**config.mk**
```make
export PLATFORM = sky130hd
export DESIGN_NAME = nmi_retire_monitor
export DESIGN_NICKNAME = d
export VERILOG_FILES = /design/src/rtl/nmi_watch_pkg.sv /design/src/rtl/obi_outstanding_tracker.sv /design/src/rtl/bus_error_latch.sv /design/src/rtl/nmi_retire_budget.sv /design/src/rtl/nmi_retire_monitor.sv
export SDC_FILE = /design/constraint.sdc
export NUM_CORES = 1
export LEC_CHECK = 0
export BUFFER_PORTS_ARGS = -buffer_cell sky130_fd_sc_hd__buf_2
export CORE_AREA = 2 2 39 41
export CTS_BUF_LIST = sky130_fd_sc_hd__clkbuf_4 sky130_fd_sc_hd__clkbuf_8 sky130_fd_sc_hd__clkbuf_16
export DETAILED_ROUTE_END_ITERATION = 8
export DIE_AREA = 0 0 41 43
export PLACE_DENSITY = 0.72
export SLEW_MARGIN = 25
export SYNTH_ARGS = -nofsm -noshare
export SYNTH_HDL_FRONTEND = slang
export SYNTH_HIERARCHICAL = 1
export SYNTH_SLANG_ARGS = --single-unit
```
**constraint.sdc**
```tcl
create_clock -name clk -period 1.3 [get_ports clk]
set_input_delay 0.13 -clock clk [delete_from_list [all_inputs] [get_ports clk]]
set_output_delay 0.13 -clock clk [all_outputs]
set_load 0.05 [all_outputs]
```
**src/rtl/nmi_watch_pkg.sv**
```systemverilog
// Shared widths, retirement budgets and the error latch state encoding
`default_nettype none

package nmi_watch_pkg;

  //////////////////////////////////////////////////////////////////////
  // Outstanding transaction tracking
  //////////////////////////////////////////////////////////////////////

  // Depth of the in-order type queue, matching the core's LSU limit
  localparam int MAX_OUTSTANDING_DEFAULT = 2;

  //////////////////////////////////////////////////////////////////////
  // Retirement budget
  //////////////////////////////////////////////////////////////////////

  // Retirement count that saturates at three
  typedef logic [1:0] retire_cnt_t;

  // One instruction already retired together with the error response
  localparam retire_cnt_t RETIRE_BUDGET_AT_ERROR = 2'd2;

  // Nothing retired in the error cycle, so one more retirement is allowed
  localparam retire_cnt_t RETIRE_BUDGET_NO_RETIRE = 2'd3;

  //////////////////////////////////////////////////////////////////////
  // Error latch
  //////////////////////////////////////////////////////////////////////

  // Idle until the first error response, latched until the handler is taken
  typedef enum logic {
    ERR_IDLE    = 1'b0,
    ERR_LATCHED = 1'b1
  } err_state_e;

endpackage

`default_nettype wire

```
**src/rtl/obi_outstanding_tracker.sv**
```systemverilog
// Outstanding bus transaction counter with an in-order queue of transaction types
`timescale 1ns/1ns
`default_nettype none

module obi_outstanding_tracker #(
  parameter int MAX_OUTSTANDING = nmi_watch_pkg::MAX_OUTSTANDING_DEFAULT
) (
  input  logic                                 clk,
  input  logic                                 rst_n,
  input  logic                                 bus_req_i,
  input  logic                                 bus_gnt_i,
  input  logic                                 bus_we_i,
  input  logic                                 bus_rvalid_i,
  input  logic                                 bus_err_i,
  output logic                                 resp_valid_o,
  output logic                                 resp_err_o,
  output logic                                 resp_is_write_o,
  output logic [$clog2(MAX_OUTSTANDING+1)-1:0] outstanding_cnt_o
);

  // Enough bits to hold the full range zero up to the queue depth
  localparam int CNT_W = $clog2(MAX_OUTSTANDING + 1);

  typedef logic [CNT_W-1:0]           cnt_t;
  typedef logic [MAX_OUTSTANDING-1:0] type_queue_t;

  cnt_t        cnt_q;
  type_queue_t type_q;
  logic        issue;

  //////////////////////////////////////////////////////////////////////
  // Issue and response detection
  //////////////////////////////////////////////////////////////////////

  // A transaction is issued when the request is granted
  assign issue = bus_req_i && bus_gnt_i;

  // Responses come back in order, so rvalid always belongs to the oldest entry
  assign resp_valid_o = bus_rvalid_i;
  assign resp_err_o   = bus_rvalid_i && bus_err_i;

  //////////////////////////////////////////////////////////////////////
  // Count and type queue
  //////////////////////////////////////////////////////////////////////

  // The newest type enters at index 0 and older entries move up by one
  // The oldest entry therefore sits at index cnt_q-1
  always_ff @(posedge clk, negedge rst_n) begin
    if (!rst_n) begin
      cnt_q  <= '0;
      type_q <= '0;
    end else begin
      if (issue && !bus_rvalid_i) begin
        cnt_q <= cnt_q + cnt_t'(1);
      end else if (!issue && bus_rvalid_i) begin
        cnt_q <= cnt_q - cnt_t'(1);
      end
      // A response without an issue only drops the count, the stale slot is ignored
      if (issue) begin
        for (int i = MAX_OUTSTANDING - 1; i > 0; i--) begin
          type_q[i] <= type_q[i-1];
        end
        type_q[0] <= bus_we_i;
      end
    end
  end

  // Select the oldest outstanding type; zero when nothing is outstanding
  always_comb begin
    resp_is_write_o = 1'b0;
    for (int i = 0; i < MAX_OUTSTANDING; i++) begin
      if (cnt_q == cnt_t'(i + 1)) begin
        resp_is_write_o = type_q[i];
      end
    end
  end

  assign outstanding_cnt_o = cnt_q;

  //////////////////////////////////////////////////////////////////////
  // Protocol checks
  //////////////////////////////////////////////////////////////////////

  // A response can only answer a transaction issued in an earlier cycle
  a_no_resp_when_empty :
    assert property (@(posedge clk) disable iff (!rst_n)
                     bus_rvalid_i |-> (cnt_q != '0))
      else $error("Response received with no outstanding transaction");

  // The queue would overflow if a full tracker saw an issue without a response
  a_no_issue_when_full :
    assert property (@(posedge clk) disable iff (!rst_n)
                     (issue && (cnt_q == cnt_t'(MAX_OUTSTANDING))) |-> bus_rvalid_i)
      else $error("Transaction issued beyond the outstanding limit");

endmodule

`default_nettype wire

```
**src/rtl/bus_error_latch.sv**
```systemverilog
// First bus error capture FSM with the failing type and the retirement context
`timescale 1ns/1ns
`default_nettype none

module bus_error_latch (
  input  logic clk,
  input  logic rst_n,
  input  logic resp_valid_i,
  input  logic resp_err_i,
  input  logic resp_is_write_i,
  input  logic wb_valid_i,
  input  logic nmi_taken_i,
  output logic err_latched_o,
  output logic bus_error_is_write_o,
  output logic retire_at_error_o
);

  import nmi_watch_pkg::*;

  err_state_e state_q;
  err_state_e state_d;
  logic       capture;
  logic       is_write_q;
  logic       retire_q;

  //////////////////////////////////////////////////////////////////////
  // State machine
  //////////////////////////////////////////////////////////////////////

  // Only an error seen while idle is captured, later ones are masked
  assign capture = resp_valid_i && resp_err_i && (state_q == ERR_IDLE);

  always_comb begin
    state_d = state_q;
    case (state_q)
      ERR_IDLE: begin
        // A new error outranks a handler pulse in the same cycle
        if (capture) begin
          state_d = ERR_LATCHED;
        end
      end
      ERR_LATCHED: begin
        if (nmi_taken_i) begin
          state_d = ERR_IDLE;
        end
      end
      default: state_d = ERR_IDLE;
    endcase
  end

  // State register and the context captured with the first error
  always_ff @(posedge clk, negedge rst_n) begin
    if (!rst_n) begin
      state_q    <= ERR_IDLE;
      is_write_q <= 1'b0;
      retire_q   <= 1'b0;
    end else begin
      state_q <= state_d;
      if (capture) begin
        is_write_q <= resp_is_write_i;
        retire_q   <= wb_valid_i;
      end
    end
  end

  assign err_latched_o        = (state_q == ERR_LATCHED);
  assign bus_error_is_write_o = is_write_q;
  assign retire_at_error_o    = retire_q;

  // A captured error is visible the next cycle together with its type
  a_capture_latches :
    assert property (@(posedge clk) disable iff (!rst_n)
                     capture |=> (state_q == ERR_LATCHED) &&
                                 (is_write_q == $past(resp_is_write_i)))
      else $error("Captured bus error not held as latched");

endmodule

`default_nettype wire

```
**src/rtl/nmi_retire_budget.sv**
```systemverilog
// Qualified retirement counter and sticky overdue flag for the NMI handler
`timescale 1ns/1ns
`default_nettype none

module nmi_retire_budget (
  input  logic                      clk,
  input  logic                      rst_n,
  input  logic                      err_latched_i,
  input  logic                      retire_at_error_i,
  input  logic                      wb_valid_i,
  input  logic                      debug_mode_i,
  input  logic                      step_i,
  input  logic                      stepie_i,
  output nmi_watch_pkg::retire_cnt_t retire_cnt_o,
  output logic                      nmi_overdue_o
);

  import nmi_watch_pkg::*;

  retire_cnt_t cnt_q;
  retire_cnt_t budget;
  logic        retire_qual;
  logic        overdue_q;

  //////////////////////////////////////////////////////////////////////
  // Retirement qualification
  //////////////////////////////////////////////////////////////////////

  // Debug mode and masked single stepping hold off the NMI, so they do not count
  assign retire_qual = wb_valid_i && err_latched_i && !debug_mode_i &&
                       !(step_i && !stepie_i);

  // One retirement in the error cycle already used part of the allowance
  assign budget = retire_at_error_i ? RETIRE_BUDGET_AT_ERROR : RETIRE_BUDGET_NO_RETIRE;

  //////////////////////////////////////////////////////////////////////
  // Counter and overdue flag
  //////////////////////////////////////////////////////////////////////

  always_ff @(posedge clk, negedge rst_n) begin
    if (!rst_n) begin
      cnt_q <= '0;
    end else if (!err_latched_i) begin
      cnt_q <= '0;
    end else if (retire_qual && (cnt_q != '1)) begin
      // Saturate at three
      cnt_q <= cnt_q + retire_cnt_t'(1);
    end
  end

  // Once set the flag stays up until the next reset
  always_ff @(posedge clk, negedge rst_n) begin
    if (!rst_n) begin
      overdue_q <= 1'b0;
    end else if (cnt_q >= budget) begin
      overdue_q <= 1'b1;
    end
  end

  assign retire_cnt_o  = cnt_q;
  assign nmi_overdue_o = overdue_q;

  // The count only lingers for the single cycle after the latch releases
  a_cnt_zero_when_idle :
    assert property (@(posedge clk) disable iff (!rst_n)
                     (!err_latched_i && !$past(err_latched_i)) |-> (cnt_q == '0))
      else $error("Retirement count nonzero while no error is latched");

endmodule

`default_nettype wire

```
**src/rtl/nmi_retire_monitor.sv**
```systemverilog
// Top level of the NMI retirement watchdog joining tracker, latch and budget
`timescale 1ns/1ns
`default_nettype none

module nmi_retire_monitor #(
  parameter int MAX_OUTSTANDING = nmi_watch_pkg::MAX_OUTSTANDING_DEFAULT
) (
  input  logic                                 clk,
  input  logic                                 rst_n,
  // Data bus strobes, observed only
  input  logic                                 bus_req_i,
  input  logic                                 bus_gnt_i,
  input  logic                                 bus_we_i,
  input  logic                                 bus_rvalid_i,
  input  logic                                 bus_err_i,
  // Core state
  input  logic                                 wb_valid_i,
  input  logic                                 nmi_taken_i,
  input  logic                                 debug_mode_i,
  input  logic                                 step_i,
  input  logic                                 stepie_i,
  output logic [$clog2(MAX_OUTSTANDING+1)-1:0] outstanding_cnt_o,
  output logic                                 bus_error_latched_o,
  output logic                                 bus_error_is_write_o,
  output logic                                 retire_at_error_o,
  output nmi_watch_pkg::retire_cnt_t           retire_cnt_o,
  output logic                                 nmi_overdue_o
);

  logic resp_valid;
  logic resp_err;
  logic resp_is_write;

  //////////////////////////////////////////////////////////////////////
  // Bus side
  //////////////////////////////////////////////////////////////////////

  obi_outstanding_tracker #(
    .MAX_OUTSTANDING (MAX_OUTSTANDING)
  ) obi_outstanding_tracker_i (
    .clk               (clk),
    .rst_n             (rst_n),
    .bus_req_i         (bus_req_i),
    .bus_gnt_i         (bus_gnt_i),
    .bus_we_i          (bus_we_i),
    .bus_rvalid_i      (bus_rvalid_i),
    .bus_err_i         (bus_err_i),
    .resp_valid_o      (resp_valid),
    .resp_err_o        (resp_err),
    .resp_is_write_o   (resp_is_write),
    .outstanding_cnt_o (outstanding_cnt_o)
  );

  // Latched outputs appear one cycle after the error response
  bus_error_latch bus_error_latch_i (
    .clk                  (clk),
    .rst_n                (rst_n),
    .resp_valid_i         (resp_valid),
    .resp_err_i           (resp_err),
    .resp_is_write_i      (resp_is_write),
    .wb_valid_i           (wb_valid_i),
    .nmi_taken_i          (nmi_taken_i),
    .err_latched_o        (bus_error_latched_o),
    .bus_error_is_write_o (bus_error_is_write_o),
    .retire_at_error_o    (retire_at_error_o)
  );

  //////////////////////////////////////////////////////////////////////
  // Retirement side
  //////////////////////////////////////////////////////////////////////

  nmi_retire_budget nmi_retire_budget_i (
    .clk               (clk),
    .rst_n             (rst_n),
    .err_latched_i     (bus_error_latched_o),
    .retire_at_error_i (retire_at_error_o),
    .wb_valid_i        (wb_valid_i),
    .debug_mode_i      (debug_mode_i),
    .step_i            (step_i),
    .stepie_i          (stepie_i),
    .retire_cnt_o      (retire_cnt_o),
    .nmi_overdue_o     (nmi_overdue_o)
  );

endmodule

`default_nettype wire

```
==> summary.txt <==
Route
  • Routed len/inst: 10.0 microns
  • Avg Vias per Cell: 4.76
  • Routed WL: roughly 870 microns
  • Routed Antenna Nets: 0
  • Post-route DRC violation count: 0
  • Initial DRT Pass Iterations: 4
  • Via count: about 410
  • 1st-iter DRT viols: 7

Synthesis
  • Warnings from Yosys: 6
  • Syn Inst Count: 48
  • Synthesized net count: 65
  • Synth cell types: 17
  • Post-Syn Area: 569 sq um
  • Post-synthesis sequential area ratio: a little over two fifths
  • Avg Inst Size Synth: about 12 sq um
  • FF+latch count, synth: 10

Timing
  • Slew margin rel.: approximately 83%
  • Crit path time final: around 1200 ps
  • RSZ-0062 raised after global routing: no
  • Slew Limit Fails: 0
  • Final Skew: 10.5 ps
  • Setup TNS: 0 ps
  • Final Hold Fails: 0
  • Worst Tran Pin Value: between 200 and 300 ps
  • Final Setup Violations: 0
  • Max Freq: 0.818 GHz
  • Fin crit share: ~94%

Finish
  • Syn-to-layout area delta: 29.5%
  • Fin cells: 87
  • # diodes: 0
  • Most frequent cells in the layout: 19 x buf_2, 7 x nand2_1, 6 x inv_1, 6 x dfrtp_2
  • Fill count: 136
  • Layout Nets: 89
  • Post-route cell area: 737 sq um
  • Commonest non-fill, non-tap cell in the layout: buf_2
  • Layout cells sized above 1: 54.9%
  • Util after Layout: 53.3%

Power and ir drop
  • P_int: 0.000726 W
  • Seq pwr share: 37.2%
  • Switching power: 0.000493 W
  • Logic pwr share: roughly 43%
  • Clk pwr share: 19.4%
  • P_leak: 0.389 nW
  • PD cells: 1650 nW/um^2
  • Switching Fraction: about two fifths
  • Peak supply drop: 1.13 mV

Floorplan
  • Area of the core: 1380 sq um
  • Die Height: 43 microns
  • Die Wd: 41 microns
  • Die area: about 1800 sq um
  • Initial Utilization: 41.1%
  • Std-Cell Rows: 14
  • Top Ports: 20

GRT
  • Number of global-route vias before repair: 354
  • Initial antenna violation count: 0
  • Pin count of the biggest net entering global routing: 11
  • Global-route wire length before repair: 1430 microns
  • Global route overflow: 0
  • Gr usage total: 12.9%

Job
  • MaxCap Viol Count: 0

CTS
  • Post-CTS setup buffer count: 0
  • CTS tree: yes
  • CTS max path bufs: 2
  • Clock sink count: 10
  • Htree depth: 1
  • TritonCTS buffer count: 3
  • Worst-Skew Late Latency: 260 ps
  • Root Driver: clkbuf_4
  • PostCTS Resize Cnt: 0
  • Clock slew at reported path FFs: 70 ps
  • # hold bufs at CTS: 1

Placed design
  • Placer Congestion: 0.608
  • Placed cell count: 82
  • PortBufs: 19
  • Dpl cell area: around 700 sq um
  • HPWL after DPL: 744 microns

Worst hold path
  • Hold WC Path Type: input port to register

Setup path
  • CP Launch Type: register
  • Critical-path maximum fanout: 4
  • Req. time, crit path: roughly 1500 ps
  • Critical path capture point type: register
  • Worst EP arrival: 1390 ps
  • Critical path type: register to register

Outcome
  • Run status: finished clean
-- final timing paths --
path | startpoint | endpoint | slack (ps) | cells past startpoint
hold reg to reg | nmi_retire_budget_i/nmi_overdue_o | nmi_retire_budget_i/nmi_overdue_o | 460 | 1
max in group asynchronous | rst_n | nmi_retire_budget_i/retire_cnt_o[1] | 830 | 2
min in group asynchronous | rst_n | bus_error_latch_i/err_latched_o | 260 | 2
setup reg to reg | nmi_retire_budget_i/retire_cnt_o[0] | nmi_retire_budget_i/retire_cnt_o[1] | 80 | 3
setup / recovery | nmi_retire_budget_i/retire_cnt_o[0] | nmi_retire_budget_i/retire_cnt_o[1] | 80 | 3
hold / removal | nmi_taken_i | bus_error_latch_i/err_latched_o | 40 | 2
-- cell families (layout without fill, tap and decap cells) --
| logic type | count (synthesis) | in the layout | share of synthesized area, % |
|---|---|---|---|
| AO/OA/AOI/OAI | 4 | 4 | 3.96 |
| XOR/XNOR | 2 | 2 | 3.08 |
| adder cells (fa/ha/maj) | 5 | 5 | 11.0 |
| buffers and inverters | 8 | 31 | 5.94 |
| flip-flops | 10 | 10 | 44.0 |
| multiplexers | 6 | 6 | 14.1 |
| AND/OR/NAND/NOR | 13 | 13 | 18.0 |
-- per-stage QoR --
stage               power, W  worst slack [ps]  hold slack (ps)
floorplan           0.000871             -3.40             -166
finish               0.00122              77.1             45.0
global placement    0.000983               110             2.18
detailed placement  0.000992              91.6           -0.593
CTS                  0.00124              67.0             43.3
global route         0.00132              26.7             42.0
-- cells in the mapped netlist --
library cell  count  share of area, %
dfrtp_1          10                44
inv_1             7               4.6
nand2_1           7               4.6
ha_1              5                11
mux2_4            4                11
mux2i_1           2               3.5
o21ai_1           2               1.8
xnor2_1           2               3.1
a21o_1            1               1.3
and2_1            1               1.1
buf_4             1               1.3
nand2_2           1               1.1
nand2b_1          1               1.1
nand3b_4          1               3.5
nor2b_4           1               2.4
nor4b_4           1               4.2
o21ai_0           1              0.88
-- critical path, stage by stage, from the launching register on --
cell	delay, ps
dfrtp_2	440
ha_4	170
nor4b_4	300
mux2i_1	220
-- power by group through the flow --
stage	clock, W	combinational (W)	sequential [W]
floorplan	0	0.000215	0.000656
global placement	0	0.000523	0.000460
detailed placement	0	0.000531	0.000461
CTS	0.000247	0.000535	0.000456
global route	0.000277	0.000573	0.000467
finish	0.000237	0.000529	0.000454
-- per-layer routing --
metal | routed length (microns) | vias up | GRT usage [%]
met3 | 72 | 0 | 7.85
met1 | 394 | 190 | 15.3
met5 | 0 | - | 0
met4 | 0 | 0 | 6.00
li1 | - | 205 | -
met2 | 404 | 19 | 17.8
-- layout make-up --
| cell class | instances | area [sq um] | share of cell area, % |
|---|---|---|---|
| Clock buffer | 4 | 30.0 | 4.07 |
| Tap cell | 16 | 20.0 | 2.72 |
| Multi-Input combinational cell | 30 | 298 | 40.4 |
| Inverter | 7 | 26.3 | 3.57 |
| Sequential cell | 10 | 258 | 35.0 |
| Timing Repair Buffer | 20 | 105 | 14.3 |
-- registers in the layout, summed over array words and instances (netlist names) --
signal	cells
nmi_retire_budget_i/retire_cnt_o	2
obi_outstanding_tracker_i/outstanding_cnt_o	2
obi_outstanding_tracker_i/type_q	2
bus_error_latch_i/bus_error_is_write_o	1
bus_error_latch_i/err_latched_o	1
bus_error_latch_i/retire_at_error_o	1
nmi_retire_budget_i/nmi_overdue_o	1
Note: power is estimated with default switching activity, not from simulation.
